## src/common/revo_config.svh

```systemverilog
`ifndef REVO_CONFIG_SVH
`define REVO_CONFIG_SVH

// ------------------------------------------------------------
// event buffering
// ------------------------------------------------------------

// queued revo events before overflow
`define REVO_FIFO_DEPTH 4

// ------------------------------------------------------------
// serializer words
// ------------------------------------------------------------

// trigger words per revo event
`define REVO_TRG_WORDS 2

// idle pattern and trigger pattern, msb goes out first
`define REVO_WORD_NULL 8'b11000000
`define REVO_WORD_TRG 8'b00111111

// ------------------------------------------------------------
// csr map, one address bit
// ------------------------------------------------------------
`define REVO_ADDR_CTRL 1'b0
`define REVO_ADDR_STATUS 1'b1

`endif

```

## src/common/revo_pkg.sv

```systemverilog
// shared types for the revo trigger encoder
package revo_pkg;

	// ------------------------------------------------------------
	// revo event payload
	// ------------------------------------------------------------

	// width of one queued event, just the marker phase
	localparam int REVO_EVENT_WIDTH = 2;

	// phase index of the marker inside the oversampled word
	// 1000 -> 0, 0100 -> 1, 0010 -> 2, 0001 -> 3
	typedef logic [REVO_EVENT_WIDTH-1:0] revo_phase_t;

	// ------------------------------------------------------------
	// csr data word
	// ------------------------------------------------------------

	// control register, write side
	typedef struct packed {
		logic [29:0] reserved;
		logic        clear_counters;   // self clearing, acts on the write
		logic        enable;
	} revo_ctrl_t;

	// status register, read side
	typedef struct packed {
		logic [4:0]  reserved;
		logic        fifo_empty;
		revo_phase_t phase;
		logic [7:0]  overflow_count;
		logic [15:0] event_count;      // lowest bits of the word
	} revo_status_t;

	// same bus word, decoded per address
	typedef union packed {
		logic [31:0]  raw;
		revo_ctrl_t   ctrl;
		revo_status_t status;
	} revo_csr_word_u;

endpackage

```

## src/rtl/revo_phase_detector.sv

```systemverilog
`timescale 1ns/1ps

module revo_phase_detector (
	input  logic                  local_clock50,
	input  logic                  reset,
	input  logic                  enable,
	input  logic [3:0]            revo_word,
	input  logic                  revo_word_valid,
	output logic                  event_push,
	output revo_pkg::revo_phase_t event_phase,
	output revo_pkg::revo_phase_t phase_select
);

	// captured input word
	logic [3:0]            word_q;
	logic                  word_q_valid;
	// previous accepted word was all zero
	logic                  last_zero;
	// decode of the captured word
	logic                  is_one_hot;
	revo_pkg::revo_phase_t decoded_phase;

	// ------------------------------------------------------------
	// stage 1, capture the oversampled word
	// ------------------------------------------------------------

	// payload only, qualified by word_q_valid
	always_ff @(posedge local_clock50) begin
		word_q <= revo_word;
	end

	// ------------------------------------------------------------
	// one-hot decode
	// ------------------------------------------------------------
	always_comb begin
		is_one_hot = 1'b1;
		decoded_phase = 2'd0;
		case (word_q)
			4'b1000: decoded_phase = 2'd0;
			4'b0100: decoded_phase = 2'd1;
			4'b0010: decoded_phase = 2'd2;
			4'b0001: decoded_phase = 2'd3;
			// zero or more than one bit set, no marker
			default: is_one_hot = 1'b0;
		endcase
	end

	// ------------------------------------------------------------
	// stage 2, edge detect and phase tracking
	// ------------------------------------------------------------
	always_ff @(posedge local_clock50) begin
		if (reset) begin
			word_q_valid <= 1'b0;
			last_zero <= 1'b0;
			event_push <= 1'b0;
			phase_select <= 2'd0;
		end else begin
			word_q_valid <= revo_word_valid;
			// push is a single cycle pulse
			event_push <= 1'b0;
			if (word_q_valid) begin
				last_zero <= (word_q == 4'b0000);
				if (is_one_hot) begin
					// phase follows every marker, enabled or not
					phase_select <= decoded_phase;
					// rising edge of the marker only
					event_push <= last_zero && enable;
				end
			end
		end
	end

	// the pushed phase is the one just latched
	assign event_phase = phase_select;

endmodule

```

## src/rtl/revo_event_fifo.sv

```systemverilog
`timescale 1ns/1ps
`include "revo_config.svh"

module revo_event_fifo (
	input  logic                  local_clock50,
	input  logic                  reset,
	input  logic                  event_push,
	input  revo_pkg::revo_phase_t event_phase,
	input  logic                  event_pop,
	output revo_pkg::revo_phase_t head_phase,
	output logic                  event_empty,
	output logic                  overflow
);

	localparam int DEPTH = `REVO_FIFO_DEPTH;
	localparam int PTR_W = (DEPTH > 1) ? $clog2(DEPTH) : 1;
	localparam int CNT_W = $clog2(DEPTH + 1);

	// event storage
	revo_pkg::revo_phase_t mem [DEPTH];
	logic [PTR_W-1:0]      wr_ptr;
	logic [PTR_W-1:0]      rd_ptr;
	logic [CNT_W-1:0]      count;
	logic                  full;
	logic                  do_push;
	logic                  do_pop;

	// ------------------------------------------------------------
	// flags and qualified strobes
	// ------------------------------------------------------------
	assign full = (count == CNT_W'(DEPTH));
	assign event_empty = (count == '0);
	assign do_pop = event_pop && !event_empty;
	// a pop in the same cycle frees the slot
	assign do_push = event_push && (!full || do_pop);
	assign head_phase = mem[rd_ptr];

	// storage, no reset
	always_ff @(posedge local_clock50) begin
		if (do_push) begin
			mem[wr_ptr] <= event_phase;
		end
	end

	// ------------------------------------------------------------
	// pointers, count, overflow
	// ------------------------------------------------------------
	always_ff @(posedge local_clock50) begin
		if (reset) begin
			wr_ptr <= '0;
			rd_ptr <= '0;
			count <= '0;
			overflow <= 1'b0;
		end else begin
			// dropped push, one cycle pulse
			overflow <= event_push && !do_push;
			if (do_push) begin
				// wrap for any depth
				wr_ptr <= (wr_ptr == PTR_W'(DEPTH - 1)) ? '0 : wr_ptr + 1'b1;
			end
			if (do_pop) begin
				rd_ptr <= (rd_ptr == PTR_W'(DEPTH - 1)) ? '0 : rd_ptr + 1'b1;
			end
			case ({do_push, do_pop})
				2'b10: count <= count + 1'b1;
				2'b01: count <= count - 1'b1;
				default: count <= count;
			endcase
		end
	end

	// ------------------------------------------------------------
	// checks
	// ------------------------------------------------------------

	// the encoder only pops a queued event
	a_no_pop_empty: assert property (@(posedge local_clock50) disable iff (reset)
		event_pop |-> !event_empty);

	// occupancy stays bounded across any push/pop mix
	a_count_bound: assert property (@(posedge local_clock50) disable iff (reset)
		count <= CNT_W'(DEPTH));

endmodule

```

## src/rtl/trigger_word_encoder.sv

```systemverilog
`timescale 1ns/1ps
`include "revo_config.svh"

module trigger_word_encoder (
	input  logic                  local_clock50,
	input  logic                  reset,
	input  logic                  event_empty,
	input  revo_pkg::revo_phase_t head_phase,
	output logic                  event_pop,
	output logic [7:0]            trg_word,
	output revo_pkg::revo_phase_t trg_phase
);

	localparam int CNT_W = $clog2(`REVO_TRG_WORDS + 1);

	// trigger words still to follow the current one
	logic [CNT_W-1:0] remaining;
	logic             busy;

	// ------------------------------------------------------------
	// pop control
	// ------------------------------------------------------------

	// last word of a burst counts as free, so bursts chain
	assign busy = (remaining != '0);
	assign event_pop = !busy && !event_empty;

	// ------------------------------------------------------------
	// burst counter and word output
	// ------------------------------------------------------------
	always_ff @(posedge local_clock50) begin
		if (reset) begin
			remaining <= '0;
			trg_word <= `REVO_WORD_NULL;
		end else if (event_pop) begin
			// first trigger word on the pop edge
			remaining <= CNT_W'(`REVO_TRG_WORDS - 1);
			trg_word <= `REVO_WORD_TRG;
		end else if (busy) begin
			remaining <= remaining - 1'b1;
			trg_word <= `REVO_WORD_TRG;
		end else begin
			// idle pattern
			trg_word <= `REVO_WORD_NULL;
		end
	end

	// phase of the burst in flight, payload only
	always_ff @(posedge local_clock50) begin
		if (event_pop) begin
			trg_phase <= head_phase;
		end
	end

	// ------------------------------------------------------------
	// checks
	// ------------------------------------------------------------

	// a burst runs its full length with no pop inside it
	a_burst_no_pop: assert property (@(posedge local_clock50) disable iff (reset)
		event_pop |=> (trg_word == `REVO_WORD_TRG && !event_pop) [*`REVO_TRG_WORDS - 1]);

endmodule

```

## src/rtl/revo_csr.sv

```systemverilog
`timescale 1ns/1ps
`include "revo_config.svh"

module revo_csr (
	input  logic                  local_clock50,
	input  logic                  reset,
	input  logic                  wb_cyc,
	input  logic                  wb_stb,
	input  logic                  wb_we,
	input  logic                  wb_adr,
	input  logic [31:0]           wb_dat_w,
	output logic [31:0]           wb_dat_r,
	output logic                  wb_ack,
	input  logic                  event_push,
	input  logic                  overflow,
	input  revo_pkg::revo_phase_t phase_select,
	input  logic                  event_empty,
	output logic                  enable
);

	// bus word views
	revo_pkg::revo_csr_word_u wr_word;
	revo_pkg::revo_csr_word_u rd_word;
	// counters
	logic [15:0] event_count;
	logic [7:0]  overflow_count;
	// strobes, one per access
	logic        access;
	logic        ctrl_write;
	logic        clear;

	// ------------------------------------------------------------
	// bus decode
	// ------------------------------------------------------------

	// new access only while no ack is out
	assign access = wb_cyc && wb_stb && !wb_ack;
	assign ctrl_write = access && wb_we && (wb_adr == `REVO_ADDR_CTRL);
	assign wr_word.raw = wb_dat_w;
	assign clear = ctrl_write && wr_word.ctrl.clear_counters;

	// read mux through the union views
	always_comb begin
		rd_word.raw = 32'd0;
		if (wb_adr == `REVO_ADDR_STATUS) begin
			rd_word.status.event_count = event_count;
			rd_word.status.overflow_count = overflow_count;
			rd_word.status.phase = phase_select;
			rd_word.status.fifo_empty = event_empty;
		end else begin
			rd_word.ctrl.enable = enable;
		end
	end

	// read data, only looked at during ack
	always_ff @(posedge local_clock50) begin
		if (access && !wb_we) begin
			wb_dat_r <= rd_word.raw;
		end
	end

	// ------------------------------------------------------------
	// ack, control register, counters
	// ------------------------------------------------------------
	always_ff @(posedge local_clock50) begin
		if (reset) begin
			wb_ack <= 1'b0;
			enable <= 1'b0;
			event_count <= 16'd0;
			overflow_count <= 8'd0;
		end else begin
			wb_ack <= access;
			if (ctrl_write) begin
				enable <= wr_word.ctrl.enable;
			end
			// clear wins over a same cycle count
			if (clear) begin
				event_count <= 16'd0;
				overflow_count <= 8'd0;
			end else begin
				// wraps
				if (event_push) begin
					event_count <= event_count + 1'b1;
				end
				// saturates
				if (overflow && overflow_count != 8'hff) begin
					overflow_count <= overflow_count + 1'b1;
				end
			end
		end
	end

	// master holds the strobe until it sees the ack
	a_ack_in_stb: assert property (@(posedge local_clock50) disable iff (reset)
		wb_ack |-> wb_stb);

endmodule

```

## src/rtl/revo_encoder_top.sv

```systemverilog
`timescale 1ns/1ps

module revo_encoder_top (
	input  logic                  local_clock50,
	input  logic                  reset,
	input  logic [3:0]            revo_word,
	input  logic                  revo_word_valid,
	output logic [7:0]            trg_word,
	output revo_pkg::revo_phase_t trg_phase,
	output revo_pkg::revo_phase_t phase_select,
	input  logic                  wb_cyc,
	input  logic                  wb_stb,
	input  logic                  wb_we,
	input  logic                  wb_adr,
	input  logic [31:0]           wb_dat_w,
	output logic [31:0]           wb_dat_r,
	output logic                  wb_ack
);

	// detector to fifo
	logic                  event_push;
	revo_pkg::revo_phase_t event_phase;
	// fifo to encoder
	logic                  event_pop;
	logic                  event_empty;
	revo_pkg::revo_phase_t head_phase;
	// status and control
	logic                  overflow;
	logic                  enable;

	// ------------------------------------------------------------
	// revo producer, buffer, trigger consumer
	// ------------------------------------------------------------
	revo_phase_detector detector_i (
		.local_clock50(local_clock50), .reset(reset), .enable(enable),
		.revo_word(revo_word), .revo_word_valid(revo_word_valid),
		.event_push(event_push), .event_phase(event_phase),
		.phase_select(phase_select)
	);

	revo_event_fifo fifo_i (
		.local_clock50(local_clock50), .reset(reset),
		.event_push(event_push), .event_phase(event_phase), .event_pop(event_pop),
		.head_phase(head_phase), .event_empty(event_empty), .overflow(overflow)
	);

	trigger_word_encoder encoder_i (
		.local_clock50(local_clock50), .reset(reset),
		.event_empty(event_empty), .head_phase(head_phase), .event_pop(event_pop),
		.trg_word(trg_word), .trg_phase(trg_phase)
	);

	// ------------------------------------------------------------
	// wishbone register slave
	// ------------------------------------------------------------
	revo_csr csr_i (
		.local_clock50(local_clock50), .reset(reset),
		.wb_cyc(wb_cyc), .wb_stb(wb_stb), .wb_we(wb_we), .wb_adr(wb_adr),
		.wb_dat_w(wb_dat_w), .wb_dat_r(wb_dat_r), .wb_ack(wb_ack),
		.event_push(event_push), .overflow(overflow),
		.phase_select(phase_select), .event_empty(event_empty),
		.enable(enable)
	);

endmodule

```

## config.mk

```make
export PLATFORM = sky130hd
export DESIGN_NAME = revo_encoder_top
export DESIGN_NICKNAME = d
export VERILOG_FILES = /design/src/common/revo_pkg.sv /design/src/rtl/revo_phase_detector.sv /design/src/rtl/revo_event_fifo.sv /design/src/rtl/trigger_word_encoder.sv /design/src/rtl/revo_csr.sv /design/src/rtl/revo_encoder_top.sv
export VERILOG_INCLUDE_DIRS = /design/src /design/src/common
export SDC_FILE = /design/constraint.sdc
export NUM_CORES = 1
export LEC_CHECK = 0
export BUFFER_PORTS_ARGS = -buffer_cell sky130_fd_sc_hd__buf_2
export CAP_MARGIN = 20
export CORE_MARGIN = 5
export CORE_UTILIZATION = 25
export CTS_CLUSTER_SIZE = 8
export DETAILED_ROUTE_END_ITERATION = 10
export HOLD_SLACK_MARGIN = 0.12
export PLACE_DENSITY = 0.56
export SLEW_MARGIN = 10
export SYNTH_ARGS = -nofsm -noshare
export SYNTH_HDL_FRONTEND = slang
export SYNTH_SLANG_ARGS = --single-unit
```

## constraint.sdc

```tcl
create_clock -name local_clock50 -period 2.2 [get_ports local_clock50]
set_clock_uncertainty 0.15 [all_clocks]
set_input_delay 0.11 -clock local_clock50 [delete_from_list [all_inputs] [get_ports local_clock50]]
set_output_delay 0.11 -clock local_clock50 [all_outputs]
set_load 0.03 [all_outputs]
```

==> out/metrics.cfg, run 1 <==
[placement]
dp_hpwl_mm=4.672
port_buffers=52
gp_congestion=0.7286
dpl_worst_slack_ns=0.08608

[clock_tree]
cts_inserted_buffers=9
clock-sinks=84
cts_tree=done
clk_latency_ns=0.34
cts_buffer_depth=2
path_clk_slew_ns=0.07
h-tree-depth=3
postCtsSetupBuffers=0
root_buffer=clkbuf_16

[detailed_routing]
drt_first_pass_iters=4
drc=0
routed_via_density=4.249
avgRoutedWirePerCell_um=11.75
drt_first_iter_violations=98
drt-total-wl_mm=6.698
ant_nets=0
num_vias=2422

[synth]
synthesis.area_um2=3595
synth_common_cells=dfxtp_1 (47), edfxtp_1 (37), nor2_1 (35), and2_1 (33), a21oi_1 (15)
ys.flop_type=dfxtp_1
synth.area.top_cells=edfxtp_1 (31%), dfxtp_1 (26%), and2_1 (5.7%)
ys_types=47
synth_most_common_cell=dfxtp_1
synth_edf_count=37
synth_top_area_share=0.3091
yosys.area.top_type=edfxtp_1
ys_ff_latch=84
synth_warnings=0
async_reset_ff_frac=0
synthCells=321
yosysSeqAreaShare=0.5708
synth_area_per_cell_um2=11.20

[worst_setup_path]
critPathBufInv=2
r2r-start=encoder_i.remaining[0]
cp_top_family=adder cells
path_cells=inv_1, ha_1, nand2b_4, inv_2, nand2_1, fa_1, a21oi_1, nor2_1, a2111oi_2
critPathMaxStageDelay_ns=0.52
critPathLaunchType=flip-flop
endpoint_kind=flip-flop
path_max_fanout=4
reg2reg_depth=9
cp.arrival_ns=2.13
cp.required_ns=2.29
reg2reg_slack_ns=0.17
crit_type=reg -> reg
reg2reg_to=fifo_i.count[1]
crit_slowest_cell=fa_1

[timing]
rsz0062_at_grt=false
max_freq_mhz=491.9
period_needed_ns=2.033
fin_tns_setup_ns=0
maxSlewViolCount=0
setup_slack_ns=0.1670
finalSetupViolations=0
final-hold-violation-count=0
finalCritPeriodShare=0.9241

[hold_path]
hp-start=wb_dat_w[1]
whs_endpoint=csr_i.event_count[13]
min_path_cells=4
hold_path.class=in -> reg

[pwr]
combPwrFrac=0.114
leakage_nw=1.730
clkPwrFrac=0.452
swShare=0.2496
pwr-share-seq=0.434
vdd_drop_max_v=0.0009781
power_mw=3.912
power.density_nw_per_um2=868.3
p_int_mw=2.936
p_sw_mw=0.9763

[global_routing]
grt_overflow=0
grt_usage=0.08425
grt_pass1_wl_mm=10.98
grt_max_degree=28
antenna_found_initial=0
grt_pass1_vias=2315

[floorplan]
core_area_um2=13990
start_util=0.2570
row_count=43
die-width_um=129.9
die_height_um=129.9
dieArea_um2=16880
io_pins=88

[layout]
synthToLayoutAreaGrowth_pct=25.34
num-nets-final=437
antennaDiodeCount=0
final_layout_size_suffix_gt1_frac=0.2308

[run]
maxCapViolations=0

[status]
status=finished, final reports clean

[sequential cells by signal (all words and copies together), names as in the netlist]
name / cells
encoder_i.trg_word: 2
detector_i.last_zero: 1
csr_i.wb_dat_r: 27
fifo_i.rd_ptr: 2
detector_i.word_q: 4
detector_i.event_push: 1
encoder_i.trg_phase: 2
csr_i.wb_ack: 1
csr_i.overflow_count: 8
fifo_i.overflow: 1
fifo_i.count: 3
encoder_i.remaining: 2
csr_i.enable: 1
fifo_i.wr_ptr: 2
fifo_i.mem: 8
detector_i.event_phase: 2
csr_i.event_count: 16
detector_i.word_q_valid: 1
[worst reg2reg max path, stage by stage, from the launching register on]
cell	delay, ns
dfxtp_1	0.32
inv_1	0.06
ha_1	0.21
nand2b_4	0.09
inv_2	0.07
nand2_1	0.08
fa_1	0.52
a21oi_1	0.17
nor2_1	0.06
a2111oi_2	0.19
[power groups by stage]
stage               Clock, mW  Sequential, mW  Combinational [mW]
floorplan                   0            1.78               0.300
global placement            0            1.73               0.407
detailed placement          0            1.73               0.417
CTS                      1.83            1.70               0.438
global route             1.90            1.70               0.489
finish                   1.77            1.70               0.447
[kinds of logic (layout without fill, tap and decap cells)]
group | Yosys count | after routing | synth area share
buffers and inverters | 37 | 102 | 0.05534
other | 1 | 5 | 0.001043
XOR/XNOR | 20 | 20 | 0.04873
multiplexers | 11 | 11 | 0.03829
AO/OA/AOI/OAI | 37 | 37 | 0.06231
flip-flops | 84 | 84 | 0.5708
AND/OR/NAND/NOR | 122 | 122 | 0.1900
adder cells (fa/ha/maj) | 9 | 9 | 0.03342
[placed cells by master (no fill, tap or decap), types with 7 or more instances in the layout]
| master | Yosys | layout |
|---|---|---|
| o21ai_0 | 8 | 8 |
| a21oi_1 | 15 | 15 |
| dlygate4sd3_1 | 0 | 11 |
| clkbuf_16 | 0 | 9 |
| and2_1 | 33 | 33 |
| edfxtp_1 | 37 | 37 |
| inv_1 | 12 | 11 |
| nand2_1 | 9 | 9 |
| xnor2_1 | 7 | 7 |
| dfxtp_1 | 47 | 47 |
| nand3_1 | 8 | 8 |
| mux2i_1 | 7 | 7 |
| buf_2 | 6 | 52 |
| nor2_1 | 35 | 34 |
| nand4_1 | 7 | 7 |
| buf_4 | 12 | 11 |
| xor2_1 | 13 | 13 |
| ha_1 | 8 | 8 |
[how the worst max path moves through the flow]
| stage | start | endpoint | slack [ns] | depth (start not counted) |
|---|---|---|---|---|
| CTS | encoder_i.remaining[0] | fifo_i.count[1] | 0.04 | 9 |
| floorplan | fifo_i.count[1] | fifo_i.count[1] | 0.08 | 9 |
| detailed placement | encoder_i.remaining[0] | fifo_i.count[1] | 0.09 | 9 |
| global route | encoder_i.remaining[0] | fifo_i.count[2] | 0.01 | 9 |
| finish | encoder_i.remaining[0] | fifo_i.count[1] | 0.17 | 9 |
| global placement | encoder_i.remaining[0] | fifo_i.count[1] | 0.14 | 9 |
[stage by stage]
| step | instances | hold WS, ns | utilization | cell area [µm²] |
|---|---|---|---|---|
| after global routing | 570 | 0.1763 | 0.3221 | 4506 |
| after floorplan | 325 | -0.01228 | - | 3612 |
| after detailed placement | 543 | 0.06360 | 0.2878 | 4026 |
| after CTS | 570 | 0.1578 | 0.3211 | 4492 |
| after global placement | 543 | 0.06282 | 0.2878 | 4026 |
| final | 570 | 0.1661 | 0.3221 | 4506 |
[layout make-up]
class | count | area [µm²]
clock buffers | 9 | 225.2
clock inverters | 7 | 130.1
fillers | 1441 | 9483
inverters | 12 | 45.04
multi-input cells | 204 | 1375
flip-flops and latches | 84 | 2052
well taps | 180 | 225.2
repair buffers | 74 | 452.9
[layer usage]
layer  share of wire  up-vias  GRT usage
li1                -     1241          -
met1            0.44     1118    0.09623
met2            0.47       51     0.1392
met3           0.070       12    0.03357
met4           0.021        0    0.03790
met5               0        -          0
[timing repair]
| item | CTS | global route |
|---|---|---|
| hold endpoints to repair | 15 | 0 |
| gates resized for setup | 0 | 4 |
| endpoints found under the setup margin | 0 | 2 |
| hold buffers | 11 | 0 |
(Power assumes the default switching activity.)
==> run 2, diff against run 1 <==
--- a/config.mk
+++ b/config.mk
@@ -14,6 +14,7 @@
 export DETAILED_ROUTE_END_ITERATION = 10
 export HOLD_SLACK_MARGIN = 0.12
 export PLACE_DENSITY = 0.56
+export RECOVER_POWER = 25
 export SLEW_MARGIN = 10
 export SYNTH_ARGS = -nofsm -noshare
 export SYNTH_HDL_FRONTEND = slang
==> out/metrics.cfg, run 2 (synthesis results as in run 1) <==
[clock_tree]
cts_tree=done
h-tree-depth=3  ; unchanged
root_buffer=clkbuf_16
cts_buffer_depth=2  ; unchanged
path_clk_slew_ns=0.07  ; about the same
postCtsSetupBuffers=0  ; unchanged
clk_latency_ns=0.34  ; about the same
cts_inserted_buffers=9  ; unchanged
clock-sinks=84  ; unchanged

[layout]
largest_register=csr_i.wb_dat_r
antennaDiodeCount=0  ; unchanged
fin_cells=570  ; unchanged
num-nets-final=437  ; unchanged
synthToLayoutAreaGrowth_pct=25.34  ; unchanged
multi_input_area_um2=1375  ; unchanged
largest_reg_flops=27  ; unchanged
fill_cells=1441  ; unchanged
final_common_cell=buf_2
final_layout_size_suffix_gt1_frac=0.2308  ; unchanged
regArea_um2=2052  ; unchanged
final_cell_mix=buf_2 (52), dfxtp_1 (47), edfxtp_1 (37)
fin_util=0.3221  ; unchanged
reg_top3=csr_i.wb_dat_r: 27 flops, csr_i.event_count: 16 flops

[worst_setup_path]
reg2reg_depth=9  ; unchanged
cp.required_ns=2.29  ; about the same
critPathLaunchType=flip-flop
endpoint_kind=flip-flop
cp.arrival_ns=2.13  ; about the same
path_max_fanout=4  ; unchanged
crit_type=reg -> reg
reg2reg_slack_ns=0.17  ; about the same

[detailed_routing]
drt-total-wl_mm=6.700  ; about the same
avgRoutedWirePerCell_um=11.75  ; about the same
ant_nets=0  ; unchanged
routed_via_density=4.247  ; about the same
drc=0  ; unchanged
drt_first_pass_iters=4  ; unchanged
drt_first_iter_violations=87  ; -11%
num_vias=2421  ; -0.041%

[global_routing]
grt_usage=0.08425  ; unchanged
antenna_found_initial=0  ; unchanged
grt_max_degree=28  ; unchanged
grt_pass1_vias=2315  ; unchanged
grt_pass1_wl_mm=10.98  ; unchanged
grt_overflow=0  ; unchanged

[run]
maxCapViolations=0  ; unchanged

[floorplan]
row_count=43  ; unchanged
die_height_um=129.9  ; unchanged
io_pins=88  ; unchanged
die-width_um=129.9  ; unchanged
dieArea_um2=16880  ; unchanged
core_area_um2=13990  ; unchanged
start_util=0.2570  ; unchanged

[placement]
port_buffers=52  ; unchanged
gp_congestion=0.7286  ; unchanged
dp_hpwl_mm=4.672  ; unchanged
place_inst=543  ; unchanged

[timing]
finalCritPeriodShare=0.9241  ; about the same
fin_tns_setup_ns=0  ; unchanged
rsz0062_at_grt=false
period_needed_ns=2.033  ; -0.00001700 ns
final-hold-violation-count=0  ; unchanged
maxSlewViolCount=0  ; unchanged
finalSetupViolations=0  ; unchanged
max_freq_mhz=491.9  ; about the same
fin_hold_ws_ns=0.1664  ; +0.0002660 ns

[hold_path]
min_path_cells=4  ; unchanged
hold_path.class=in -> reg

[pwr]
vdd_drop_max_v=0.0009782  ; about the same
power.density_nw_per_um2=868.3  ; about the same
leakage_nw=1.718  ; -0.65%

[status]
status=finished, final reports clean

## run 2: cell counts in the layout (fill, tap and decap cells not counted)
Identical to the previous run, type by type.
## run 2: critical path, cell delays in order, from the launching register on
cell       delay (ns)
dfxtp_1          0.32
inv_1            0.06
ha_1             0.21
nand2b_4         0.09
inv_2            0.07
nand2_1          0.08
fa_1             0.52
a21oi_1          0.17
nor2_1           0.06
a2111oi_2        0.19
## run 2: cell type report
cell class,count,share of cell area
multi-input combinational,204,0.3052
inverter,12,0.009997
timing repair buffer,74,0.1005
tap,180,0.04999
clock inverter,7,0.02888
sequential,84,0.4554
clock buffer,9,0.04999
## run 2: where the power goes
part           internal [mW]  leakage [nW]  switching [mW]
Combinational          0.139         0.816           0.308
Clock                   1.13         0.174           0.638
Sequential              1.67         0.728          0.0303
## run 2: per-layer routing
metal	global-route usage	wire [µm]	up-vias
met5	0	0	-
met2	0.1392	3156	51
met4	0.03790	143	0
li1	-	-	1241
met1	0.09623	2928	1117
met3	0.03357	471	12
## run 2: final timing paths
kind,startpoint,end
hold / removal,wb_dat_w[1],csr_i.event_count[13]
setup reg to reg,encoder_i.remaining[0],fifo_i.count[1]
setup / recovery,encoder_i.remaining[0],fifo_i.count[1]
hold reg to reg,detector_i.last_zero,detector_i.event_push
## run 2: stage by stage
stage	cell area (µm²)	total power, mW	setup WS [ns]
floorplan	3612	2.076	0.07576
global placement	4026	2.135	0.1386
CTS	4492	3.971	0.04307
global route	4506	4.093	0.01474
finish	4506	3.912	0.1670
detailed placement	4026	2.150	0.08608
## run 2: repair_timing
action | CTS | global route
endpoints found under the hold margin | 15 | 0
hold buffers | 11 | 0
setup endpoints to repair | 0 | 2
resized for setup | 0 | 4
==> run 3, diff against run 2 <==
==> constraint.sdc (replaced) <==
create_clock -name local_clock50 -period 2.2 [get_ports local_clock50]
set_clock_uncertainty 0.15 [all_clocks]
set_input_delay 0.55 -clock local_clock50 [delete_from_list [all_inputs] [get_ports local_clock50]]
set_output_delay 0.55 -clock local_clock50 [all_outputs]
set_load 0.03 [all_outputs]
==> out/metrics.cfg, run 3 (synthesis results as in run 1) <==
[layout]
final_common_cell=buf_2
final_cell_mix=buf_2 (50), dfxtp_1 (47), edfxtp_1 (37)
synthToLayoutAreaGrowth_pct=20.88
final_layout_size_suffix_gt1_frac=0.2263  ; -0.004453
num-nets-final=427  ; -2.3%
largest_reg_flops=27  ; unchanged
antennaDiodeCount=0  ; unchanged
reg_top3=csr_i.wb_dat_r: 27 flops, csr_i.event_count: 16 flops
largest_register=csr_i.wb_dat_r

[timing]
max_freq_mhz=480.5  ; -2.3%
rsz0062_at_grt=false
period_needed_ns=2.081  ; +0.04812 ns
fin_tns_setup_ns=0  ; unchanged
worst_pin_slew_ns=0.6445
slew_headroom=0.5703
finalSetupViolations=0  ; unchanged
finalCritPeriodShare=0.9459  ; +0.02187
final-hold-violation-count=0  ; unchanged
maxSlewViolCount=0  ; unchanged

[run]
maxCapViolations=0  ; unchanged

[pwr]
leakage_nw=1.634  ; -4.9%
clkPwrFrac=0.405  ; -0.047
vdd_drop_max_v=0.0003445  ; -65%
p_sw_mw=0.9798  ; +0.34%
p_int_mw=2.616  ; -11%
power.density_nw_per_um2=827.5  ; -4.7%
combPwrFrac=0.123  ; +0.009
power_mw=3.596  ; -8.1%
swShare=0.2725  ; +0.02289
pwr-share-seq=0.472  ; +0.038

[detailed_routing]
drt_first_pass_iters=4  ; unchanged
avgRoutedWirePerCell_um=12.11  ; +3.0%
routed_via_density=4.286  ; +0.90%
drt_first_iter_violations=154  ; +77%
drt-total-wl_mm=6.781  ; +1.2%
drc=0  ; unchanged
ant_nets=0  ; unchanged
num_vias=2400  ; -0.87%

[clock_tree]
clock-sinks=84  ; unchanged
clk_latency_ns=0.34  ; about the same
path_clk_slew_ns=0.06  ; about the same
postCtsSetupBuffers=0  ; unchanged
hold_buffers=0  ; -11
cts_tree=done
ctsResizeCount=0  ; unchanged
cts_buffer_depth=2  ; unchanged
cts_inserted_buffers=9  ; unchanged
h-tree-depth=3  ; unchanged
root_buffer=clkbuf_16

[floorplan]
core_area_um2=13990  ; unchanged
start_util=0.2570  ; unchanged
dieArea_um2=16880  ; unchanged
die_height_um=129.9  ; unchanged
io_pins=88  ; unchanged
row_count=43  ; unchanged
die-width_um=129.9  ; unchanged

[worst_setup_path]
cp_top_family=adder cells
reg2reg_slack_ns=0.12  ; -0.05 ns
critPathBufInv=2  ; unchanged
endpoint_kind=flip-flop
cp.required_ns=2.27  ; -0.02 ns
path_cells=inv_1, ha_2, nand2b_4, inv_2, nand2_1, fa_1, a21oi_1, nor2_1, a2111oi_0
crit_slowest_cell=fa_1
cp.arrival_ns=2.15  ; +0.02 ns
critPathLaunchType=flip-flop
crit_type=reg -> reg
path_max_fanout=4  ; unchanged
critPathMaxStageDelay_ns=0.46  ; -0.06 ns

[global_routing]
grt_pass1_wl_mm=10.76  ; -1.9%
grt_max_degree=28  ; unchanged
grt_pass1_vias=2210  ; -4.5%
grt_overflow=0  ; unchanged
grt_usage=0.08320  ; -0.001045
antenna_found_initial=0  ; unchanged

[status]
status=finished, final reports clean

[placement]
port_buffers=52  ; unchanged
gp_congestion=0.7333  ; +0.65%
dp_hpwl_mm=4.865  ; +4.1%

[hold_path]
hold_path.class=in -> reg

run 3: cell types whose count changed in the layout (fill, tap and decap cells not counted), sizes merged, moves of 2 or more:
cell	before	now
buf	63	59
bufinv	3	0
clkbuf	9	15
dlygate4sd3	11	0
inv	15	17
run 3: per-layer routing:
layer | vias up | routed length (µm) | track usage
met3 | 12 | 425 | 0.02661
met1 | 1111 | 3048 | 0.1038
met5 | - | 0 | 0
li1 | 1219 | - | -
met4 | 0 | 169 | 0.04768
met2 | 58 | 3137 | 0.1268
run 3: cell type report:
cell class / instances / area [µm²]
Multi-Input combinational cell: 204 / 1371
Timing Repair Buffer: 64 / 361.6
Clock buffer: 10 / 239.0
Clock inverter: 6 / 51.30
Inverter: 12 / 45.04
Tap cell: 180 / 225.2
Sequential cell: 84 / 2052
Fill cell: 1465 / 9643
run 3: path summary, 6_finish.rpt:
path / cells past startpoint / endpoint / from
worst max register to register: 9 / fifo_i.count[1] / encoder_i.remaining[0]
worst min register to register: 1 / detector_i.event_push / detector_i.last_zero
worst min-delay path: 1 / detector_i.word_q[0] / revo_word[0]
worst max-delay path: 9 / fifo_i.count[1] / encoder_i.remaining[0]
run 3: power groups by stage:
stage | Combinational, mW | Clock, mW | Sequential [mW]
global placement | 0.416 | 0 | 1.73
detailed placement | 0.425 | 0 | 1.73
floorplan | 0.300 | 0 | 1.78
global route | 0.482 | 1.58 | 1.70
finish | 0.444 | 1.46 | 1.70
CTS | 0.427 | 1.52 | 1.70
run 3: per-stage QoR:
stage	setup WS, ns	hold slack [ns]	utilization	cell area, µm²	std cells
after floorplan	0.07576	0.2954	-	3612	325
after global placement	0.1427	0.3062	0.2902	4059	544
final	0.1189	0.1582	0.3106	4345	560
after detailed placement	0.1024	0.3089	0.2902	4059	544
after CTS	0.06989	0.1413	0.3109	4349	560
after global routing	0.01268	0.1434	0.3106	4345	560
